### config.mk
export PLATFORM = sky130hd
export DESIGN_NAME = uart_cmd_top
export DESIGN_NICKNAME = d
export VERILOG_FILES = /design/src/hdl/uart_ctrl_pkg.sv /design/src/hdl/uart_frame_pkg.sv /design/src/hdl/uart_baud_timer.sv /design/src/hdl/uart_cmd_seq.sv /design/src/hdl/uart_cmd_top.sv /design/src/hdl/uart_rx_shift.sv /design/src/hdl/uart_tx_shift.sv
export VERILOG_INCLUDE_DIRS = /design/src /design/src/include
export SDC_FILE = /design/constraint.sdc
export NUM_CORES = 1
export LEC_CHECK = 0
export BUFFER_PORTS_ARGS = -buffer_cell sky130_fd_sc_hd__buf_4
export CAP_MARGIN = 20
export CORE_MARGIN = 4
export CORE_UTILIZATION = 41
export DETAILED_ROUTE_END_ITERATION = 10
export HOLD_SLACK_MARGIN = 0.15
export PLACE_DENSITY = 0.61
export SLEW_MARGIN = 10
export SYNTH_ARGS = -nofsm -noshare
export SYNTH_HDL_FRONTEND = slang
export SYNTH_SLANG_ARGS = --single-unit
export TNS_END_PERCENT = 30
### constraint.sdc
create_clock -name clk -period 2.37 [get_ports clk]
set_input_delay 0.237 -clock clk [delete_from_list [all_inputs] [get_ports clk]]
set_output_delay 0.237 -clock clk [all_outputs]
set_load 0.1 [all_outputs]
### src/include/uart_settings.svh
`ifndef UART_SETTINGS_SVH
`define UART_SETTINGS_SVH

// Clock cycles per bit time, 4 or more
`define UART_BAUD_DIV 16

// Start edge to first sample point
`define UART_HALF_DIV (`UART_BAUD_DIV / 2)

// Start, 8 data, parity, stop
`define UART_FRAME_BITS 11

`define UART_GAP_CYCLES 100 // Idle cycles between frames

`endif

### src/hdl/uart_ctrl_pkg.sv
package uart_ctrl_pkg;

  // Command sequencer states
  typedef enum logic [2:0] {
    SEQ_IDLE,
    SEQ_SEND_HDR,   // Upper command byte on tx
    SEQ_GAP,        // Fixed idle gap after header
    SEQ_SEND_DATA,  // Write data byte on tx
    SEQ_WAIT_REPLY, // Receiver armed, waiting for start bit
    SEQ_RECV,       // Reply frame coming in
    SEQ_RESPOND,    // rd_req up, waiting for rd_ack
    SEQ_RELEASE     // Waiting for rd_ack to drop
  } seq_state_t;

  // Holds up to UART_GAP_CYCLES - 1
  typedef logic [6:0] gap_cnt_t;

endpackage

### src/hdl/uart_frame_pkg.sv
`include "uart_settings.svh"

package uart_frame_pkg;

  typedef logic [7:0]  uart_byte_t;    // Frame payload
  typedef logic [15:0] uart_cmd_t;     // {wr, addr[6:0], data[7:0]}
  typedef logic [3:0]  uart_bit_idx_t; // Bit position within a frame

  // --------------------------------------------------
  // Bit positions on the wire
  // --------------------------------------------------
  localparam uart_bit_idx_t BIT_IDX_START  = uart_bit_idx_t'(0);
  localparam uart_bit_idx_t BIT_IDX_STOP   = uart_bit_idx_t'(`UART_FRAME_BITS - 1);
  localparam uart_bit_idx_t BIT_IDX_PARITY = uart_bit_idx_t'(`UART_FRAME_BITS - 2);

  localparam int CMD_WR_BIT = 15;

endpackage

### src/hdl/uart_baud_timer.sv
`include "uart_settings.svh"

module uart_baud_timer (
  input  logic                          clk,
  input  logic                          rst_n,
  input  logic                          run,
  input  logic                          half,
  output logic                          bit_tick,
  output uart_frame_pkg::uart_bit_idx_t bit_idx,
  output logic                          frame_done
);
  import uart_frame_pkg::*;

  localparam int DIV_W = $clog2(`UART_BAUD_DIV);

  logic [DIV_W-1:0] div_cnt;
  logic [DIV_W-1:0] div_last;
  logic             first; // No tick issued yet in this run

  // Half mode shortens only the first bit time
  assign div_last = (half && first) ? DIV_W'(`UART_HALF_DIV - 1)
                                    : DIV_W'(`UART_BAUD_DIV - 1);

  assign bit_tick   = run && (div_cnt == div_last);
  assign frame_done = bit_tick && (bit_idx == BIT_IDX_STOP);

  always_ff @(posedge clk or negedge rst_n)
  begin
    if (!rst_n)
    begin
      div_cnt <= '0;
      bit_idx <= BIT_IDX_START;
      first   <= 1'b1;
    end
    else if (!run) // Restart whenever stopped
    begin
      div_cnt <= '0;
      bit_idx <= BIT_IDX_START;
      first   <= 1'b1;
    end
    else if (bit_tick)
    begin
      div_cnt <= '0;
      first   <= 1'b0;
      bit_idx <= frame_done ? BIT_IDX_START : uart_bit_idx_t'(bit_idx + 1'b1);
    end
    else
      div_cnt <= div_cnt + 1'b1;
  end

endmodule

### src/hdl/uart_cmd_seq.sv
`include "uart_settings.svh"

module uart_cmd_seq (
  input  logic                       clk,
  input  logic                       rst_n,
  input  logic                       cmd_req,
  input  uart_frame_pkg::uart_cmd_t  cmd,
  output logic                       cmd_ack,
  output logic                       rd_req,
  input  logic                       rd_ack,
  output uart_frame_pkg::uart_byte_t rd_data,
  output logic                       rd_err,
  output logic                       timer_run,
  output logic                       timer_half,
  input  logic                       frame_done,
  output logic                       tx_load,
  output uart_frame_pkg::uart_byte_t tx_byte,
  output logic                       rx_arm,
  input  logic                       start_seen,
  input  uart_frame_pkg::uart_byte_t rx_byte,
  input  logic                       rx_err
);
  import uart_frame_pkg::*;
  import uart_ctrl_pkg::*;

  seq_state_t state;
  seq_state_t state_nxt;
  gap_cnt_t   gap_cnt;
  logic       gap_done;
  logic       accept;
  logic       wr_q;   // Current command is a write
  uart_byte_t data_q; // Write data byte

  assign accept   = (state == SEQ_IDLE) && cmd_req && !cmd_ack;
  assign gap_done = (gap_cnt == gap_cnt_t'(`UART_GAP_CYCLES - 1));

  // --------------------------------------------------
  // State machine
  // --------------------------------------------------
  always_comb
  begin
    state_nxt = state;
    case (state)
      SEQ_IDLE:
        if (accept)
          state_nxt = SEQ_SEND_HDR;
      SEQ_SEND_HDR:
        if (frame_done)
          state_nxt = SEQ_GAP;
      SEQ_GAP:
        if (gap_done)
          state_nxt = wr_q ? SEQ_SEND_DATA : SEQ_WAIT_REPLY;
      SEQ_SEND_DATA:
        if (frame_done)
          state_nxt = SEQ_IDLE;
      SEQ_WAIT_REPLY:
        if (start_seen)
          state_nxt = SEQ_RECV;
      SEQ_RECV:
        if (frame_done)
          state_nxt = SEQ_RESPOND;
      SEQ_RESPOND:
        if (rd_req && rd_ack)
          state_nxt = SEQ_RELEASE;
      SEQ_RELEASE:
        if (!rd_ack)
          state_nxt = SEQ_IDLE;
      default:
        state_nxt = SEQ_IDLE;
    endcase
  end

  always_ff @(posedge clk or negedge rst_n)
  begin
    if (!rst_n)
    begin
      state   <= SEQ_IDLE;
      gap_cnt <= '0;
      wr_q    <= 1'b0;
      cmd_ack <= 1'b0;
      rd_req  <= 1'b0;
    end
    else
    begin
      state   <= state_nxt;
      gap_cnt <= (state == SEQ_GAP) ? gap_cnt_t'(gap_cnt + 1'b1) : '0;
      if (accept)
        wr_q <= cmd[CMD_WR_BIT];
      if (accept) // Ack follows the host, not the transfer
        cmd_ack <= 1'b1;
      else if (!cmd_req)
        cmd_ack <= 1'b0;
      if (state == SEQ_RESPOND && !rd_req)
        rd_req <= 1'b1;
      else if (rd_req && rd_ack)
        rd_req <= 1'b0;
    end
  end

  always_ff @(posedge clk)
  begin
    if (accept)
      data_q <= cmd[7:0];
    if (state == SEQ_RESPOND && !rd_req)
    begin
      rd_data <= rx_byte;
      rd_err  <= rx_err;
    end
  end

  // Start bit goes out on the accepting edge
  assign tx_load    = accept || (state == SEQ_GAP && gap_done && wr_q);
  assign tx_byte    = (state == SEQ_IDLE) ? cmd[15:8] : data_q;
  assign timer_run  = (state == SEQ_SEND_HDR) || (state == SEQ_SEND_DATA) ||
                      (state == SEQ_RECV);
  assign timer_half = (state == SEQ_RECV);
  assign rx_arm     = (state == SEQ_WAIT_REPLY) || (state == SEQ_RECV);

endmodule

### src/hdl/uart_cmd_top.sv
module uart_cmd_top (
  input  logic                       clk,
  input  logic                       rst_n,
  input  logic                       cmd_req,
  input  uart_frame_pkg::uart_cmd_t  cmd,
  output logic                       cmd_ack,
  output logic                       rd_req,
  input  logic                       rd_ack,
  output uart_frame_pkg::uart_byte_t rd_data,
  output logic                       rd_err,
  output logic                       tx,
  input  logic                       rx
);
  import uart_frame_pkg::*;

  logic          timer_run;
  logic          timer_half;
  logic          bit_tick;
  uart_bit_idx_t bit_idx;
  logic          frame_done;
  logic          tx_load;
  uart_byte_t    tx_byte;
  logic          rx_arm;
  logic          start_seen;
  uart_byte_t    rx_byte;
  logic          rx_err;

  uart_cmd_seq u_seq (
    .clk        (clk),
    .rst_n      (rst_n),
    .cmd_req    (cmd_req),
    .cmd        (cmd),
    .cmd_ack    (cmd_ack),
    .rd_req     (rd_req),
    .rd_ack     (rd_ack),
    .rd_data    (rd_data),
    .rd_err     (rd_err),
    .timer_run  (timer_run),
    .timer_half (timer_half),
    .frame_done (frame_done),
    .tx_load    (tx_load),
    .tx_byte    (tx_byte),
    .rx_arm     (rx_arm),
    .start_seen (start_seen),
    .rx_byte    (rx_byte),
    .rx_err     (rx_err)
  );

  // Shared time base, the link is half-duplex
  uart_baud_timer u_timer (
    .clk        (clk),
    .rst_n      (rst_n),
    .run        (timer_run),
    .half       (timer_half),
    .bit_tick   (bit_tick),
    .bit_idx    (bit_idx),
    .frame_done (frame_done)
  );

  uart_tx_shift u_tx (
    .clk      (clk),
    .rst_n    (rst_n),
    .load     (tx_load),
    .data     (tx_byte),
    .bit_tick (bit_tick),
    .tx       (tx)
  );

  uart_rx_shift u_rx (
    .clk        (clk),
    .rst_n      (rst_n),
    .rx         (rx),
    .arm        (rx_arm),
    .bit_tick   (bit_tick),
    .bit_idx    (bit_idx),
    .start_seen (start_seen),
    .data       (rx_byte),
    .err        (rx_err)
  );

endmodule

### src/hdl/uart_rx_shift.sv
module uart_rx_shift (
  input  logic                          clk,
  input  logic                          rst_n,
  input  logic                          rx,
  input  logic                          arm,
  input  logic                          bit_tick,
  input  uart_frame_pkg::uart_bit_idx_t bit_idx,
  output logic                          start_seen,
  output uart_frame_pkg::uart_byte_t    data,
  output logic                          err
);
  import uart_frame_pkg::*;

  logic [2:0] sync_ff; // [1] is the synchronized line, [2] its last value
  logic       rx_s;
  logic       busy;    // Frame in progress
  logic       par_bit;
  logic       stop_tick;

  assign rx_s      = sync_ff[1];
  assign stop_tick = busy && bit_tick && (bit_idx == BIT_IDX_STOP);

  // First falling edge after arming
  assign start_seen = arm && !busy && sync_ff[2] && !sync_ff[1];

  always_ff @(posedge clk or negedge rst_n)
  begin
    if (!rst_n)
      sync_ff <= '1;
    else
      sync_ff <= {sync_ff[1:0], rx};
  end

  always_ff @(posedge clk or negedge rst_n)
  begin
    if (!rst_n)
      busy <= 1'b0;
    else if (!arm)
      busy <= 1'b0;
    else if (start_seen)
      busy <= 1'b1;
    else if (stop_tick)
      busy <= 1'b0;
  end

  // --------------------------------------------------
  // Sampling at bit centers
  // --------------------------------------------------
  always_ff @(posedge clk)
  begin
    if (busy && bit_tick)
    begin
      if (bit_idx == BIT_IDX_PARITY)
        par_bit <= rx_s;
      else if (bit_idx != BIT_IDX_START && bit_idx != BIT_IDX_STOP)
        data <= {rx_s, data[7:1]}; // LSB first
    end
  end

  // Bad parity or low stop bit
  always_ff @(posedge clk or negedge rst_n)
  begin
    if (!rst_n)
      err <= 1'b0;
    else if (stop_tick)
      err <= ~(^{data, par_bit}) | ~rx_s;
  end

endmodule

### src/hdl/uart_tx_shift.sv
`include "uart_settings.svh"

module uart_tx_shift (
  input  logic                       clk,
  input  logic                       rst_n,
  input  logic                       load,
  input  uart_frame_pkg::uart_byte_t data,
  input  logic                       bit_tick,
  output logic                       tx
);
  import uart_frame_pkg::*;

  logic [`UART_FRAME_BITS-1:0] frame_q; // Bit 0 is on the line
  logic                        parity;

  // Odd parity over data plus parity bit
  assign parity = ~^data;

  // --------------------------------------------------
  // Frame register
  // --------------------------------------------------
  always_ff @(posedge clk or negedge rst_n)
  begin
    if (!rst_n)
      frame_q <= '1; // Line idles high
    else if (load)
      frame_q <= {1'b1, parity, data, 1'b0};
    else if (bit_tick)
      frame_q <= {1'b1, frame_q[`UART_FRAME_BITS-1:1]}; // Fill with ones
  end

  assign tx = frame_q[0];

endmodule

==> qor.yml <==
run_status:
  status: "finished, final reports clean"
detailed_routing:
  route.met3.wl_um: 248
  wl_per_cell_um: 13.1
  routed_via_density: 4.80
  wl_um: 5140
  met1_length_um: 2490
  ant_nets: 0
  remaining_drc_errors: 0
  dr.pass1.iters: 4
  route.met2.wl_um: 2320
  highest_layer: "met4"
  vias: 1885
  drt-initial-drc-count: 83
yosys:
  syn_nets: 267
  synth_area_leaders: "edfxtp_1 26%, dfrtp_1 19%, dfstp_2 12%"
  synth_mux_area_share_pct: 8.27
  synth_warnings: 0
  yosysTopAreaCell: "edfxtp_1"
  synth_xor_area_share_pct: 8.73
  synth_cell_type_count: 45
  synthTopCellsByCount: "26 x edfxtp_1, 23 x dfrtp_1, 22 x nand2_1"
  synthesis.area_mm2: 0.00297
  avgSynthCellArea_um2: 12.4
  synth_ff_type: "edfxtp_1"
  synth_edf_count: 26
  synth_compound_area_share_pct: 6.33
  yosysMostFrequentCell: "edfxtp_1"
  ys_seq_area_share_pct: 58.1
  yosys_register_bits: 63
  synthAdderAreaFrac_pct: 2.53
  synth-simple-area-share_pct: 13.3
  synthCells: 240
  synth_top_family_by_area: "simple AND/OR/NAND/NOR gates"
  async_flop_share_pct: 58.7
  synth_top_area_share_pct: 26.3
placed_design:
  gp_congestion: 0.808
  hpwl_um: 3640
  portBuffers: 32
  placed_cells: 366
  placed_area_mm2: 0.00332
cells_and_area:
  layout-drive-gt1-share_pct: 28.6
  fin_nets: 320
  n_antenna_cell: 0
  syn_to_final_growth_pct: 22.3
  fin_cells: 393
  num-fill-cells: 630
  final_cell_area_mm2: 0.00363
  final_core_util_pct: 52.5
clock_network:
  clock-sinks: 63
  numCtsBuffers: 9
  clk-insertion-delay-late_ns: 0.33
  htreeDepth: 3
  path_clk_slew_ns: 0.06
  cts_root_buf: "clkbuf_8"
  ctsResizeCount: 0
  cts_tree: "done"
  cts_setup_buffers: 0
  cts.path.max_buffers: 2
  postCtsHoldBufs: 12
power_and_ir_drop:
  pwr-share-comb_pct: 21.9
  p_seq_share_pct: 48.4
  ir_drop_mv: 0.543
  switching_share_pct: 27.6
  pwr_density_cell_mw_per_mm2: 816
  cell_internal_pwr_mw: 2.14
  leakagePower_nw: 1.51
  clockPowerShare_pct: 29.7
  p_switching_uw: 816
grt:
  grt.overflow.total: 0
  grt_first_pass_wirelength_um: 8720
  grt_start_max_net_pins: 38
  antenna_found_initial: 0
  track_usage_pct: 12.9
  grt_pass1_vias: 1902
floorplanning:
  num_rows: 30
  die_area_mm2: 0.00866
  io_pins: 33
  fp.coreArea_mm2: 0.00691
  dieWidth_um: 93.1
  start_util_pct: 43.0
  die_h_um: 93.1
sta:
  slew_headroom_pct: 58.1
  hold_violations: 0
  min_period_ns: 2.04
  worst_pin_slew_ns: 0.626
  fmax_mhz: 491
  maxSlewViolCount: 0
  grt_setup_unrepaired: "false"
  fin_tns_setup_ns: 0
  fin_skew_ns: 0.00367
  fin_hold_ws_ns: 0.223
  fin_crit_sh_pct: 85.9
  setup_violations: 0
worst_setup_path:
  r2r_start: "u_seq.state[0]"
  reg2regPathDepth: 5
  startpoint_type: "flop"
  worstPathRequired_ns: 2.34
  r2r-end: "u_rx.data[5]"
  crit_path_end_kind: "flop"
  cp.arrival_ns: 2.00
  r2r_setup_slack_ns: 0.33
  crit_type: "flop to flop"
  cp_max_fo: 10
hold_path:
  hp-class: "input pin to flop"
  hold_path_end: "u_seq.rd_req"
  worstHoldStart: "rd_ack"
  worstHoldPathCells: 3
run:
  cap_violations: 0
routing by layer:
| layer | vias up | global-route usage, % |
|---|---|---|
| met2 | 38 | 20.2 |
| met1 | 893 | 16.8 |
| li1 | 945 | - |
| met4 | 0 | 4.76 |
| met5 | - | 0 |
| met3 | 9 | 4.10 |
power by group through the flow:
stage                     Clock (mW)  Sequential (mW)  Combinational [mW]
after detailed placement           0             1.45               0.638
after global placement             0             1.45               0.636
final                          0.879             1.43               0.647
after CTS                      0.910             1.43               0.657
after floorplan                    0             1.44               0.488
after global routing           0.960             1.46               0.722
kinds of logic after synthesis:
| kind of cell | count (synthesis) |
|---|---|
| simple gates | 75 |
| fa+ha+maj | 6 |
| mux | 22 |
| buf+inv | 15 |
| xor+xnor | 28 |
| flops | 63 |
| compound gates | 31 |
metrics by stage:
stage / power, mW / worst slack [ns]
after floorplan: 1.93 / 0.187
final: 2.96 / 0.333
after CTS: 3.00 / 0.326
after detailed placement: 2.09 / 0.306
after global placement: 2.09 / 0.366
after global routing: 3.14 / 0.185
placed cells by master (no fill, tap or decap), types with 3 or more instances in the layout:
cell type / synthesis / routed
a21oi_1: 4 / 4
a31oi_1: 3 / 3
and3_1: 3 / 3
and3b_1: 3 / 3
buf_4: 2 / 39
clkbuf_8: 0 / 10
clkinv_2: 0 / 3
dfrtp_1: 23 / 23
dfstp_2: 14 / 14
dlygate4sd3_1: 0 / 12
edfxtp_1: 26 / 26
ha_1: 6 / 6
inv_1: 6 / 6
mux2_2: 9 / 9
mux2i_1: 10 / 10
nand2_1: 22 / 22
nand3_1: 8 / 8
nor2_1: 21 / 21
nor3_1: 4 / 4
o21ai_0: 14 / 14
xnor2_1: 20 / 20
xor2_1: 7 / 7
worst max-delay path: stages (launching register included):
cell     delay, ns
dfrtp_1       0.47
and4b_1       0.29
mux2i_2       0.22
nor2_8        0.11
nand2_1       0.08
nor2_1        0.51
flip-flops by register name (all words and copies together) (netlist names), 3 cells and up:
signal           cells
u_seq.rd_data        8
u_seq.state          3
u_timer.bit_idx      4
u_seq.gap_cnt        7
u_rx.sync_ff         3
u_tx.frame_q        10
u_seq.data_q         8
u_rx.data            8
u_timer.div_cnt      4
how the worst max path moves through the flow:
stage	startpoint	end	slack [ns]	depth (start not counted)
2_1_floorplan	u_seq.cmd_ack	u_tx.frame_q[8]	0.19	6
4_1_cts	u_seq.state[0]	u_rx.data[4]	0.33	5
3_3_place_gp	u_seq.state[0]	u_rx.data[4]	0.37	5
5_1_grt	u_timer.div_cnt[0]	u_rx.data[4]	0.19	6
6_report	u_seq.state[0]	u_rx.data[5]	0.33	5
3_5_place_dp	u_seq.state[0]	u_rx.data[4]	0.31	5
final cells by class:
cell class                      instances  area (um^2)  area share (%)
Sequential cell                        63         1720            47.5
Multi-Input combinational cell        162         1160            32.0
Timing Repair Buffer                   51          413            11.4
Clock buffer                           10          138            3.79
Tap cell                               96          120            3.31
Clock inverter                          5         48.8            1.35
Inverter                                6         22.5           0.621
Power figures use the tool's default switching activity.
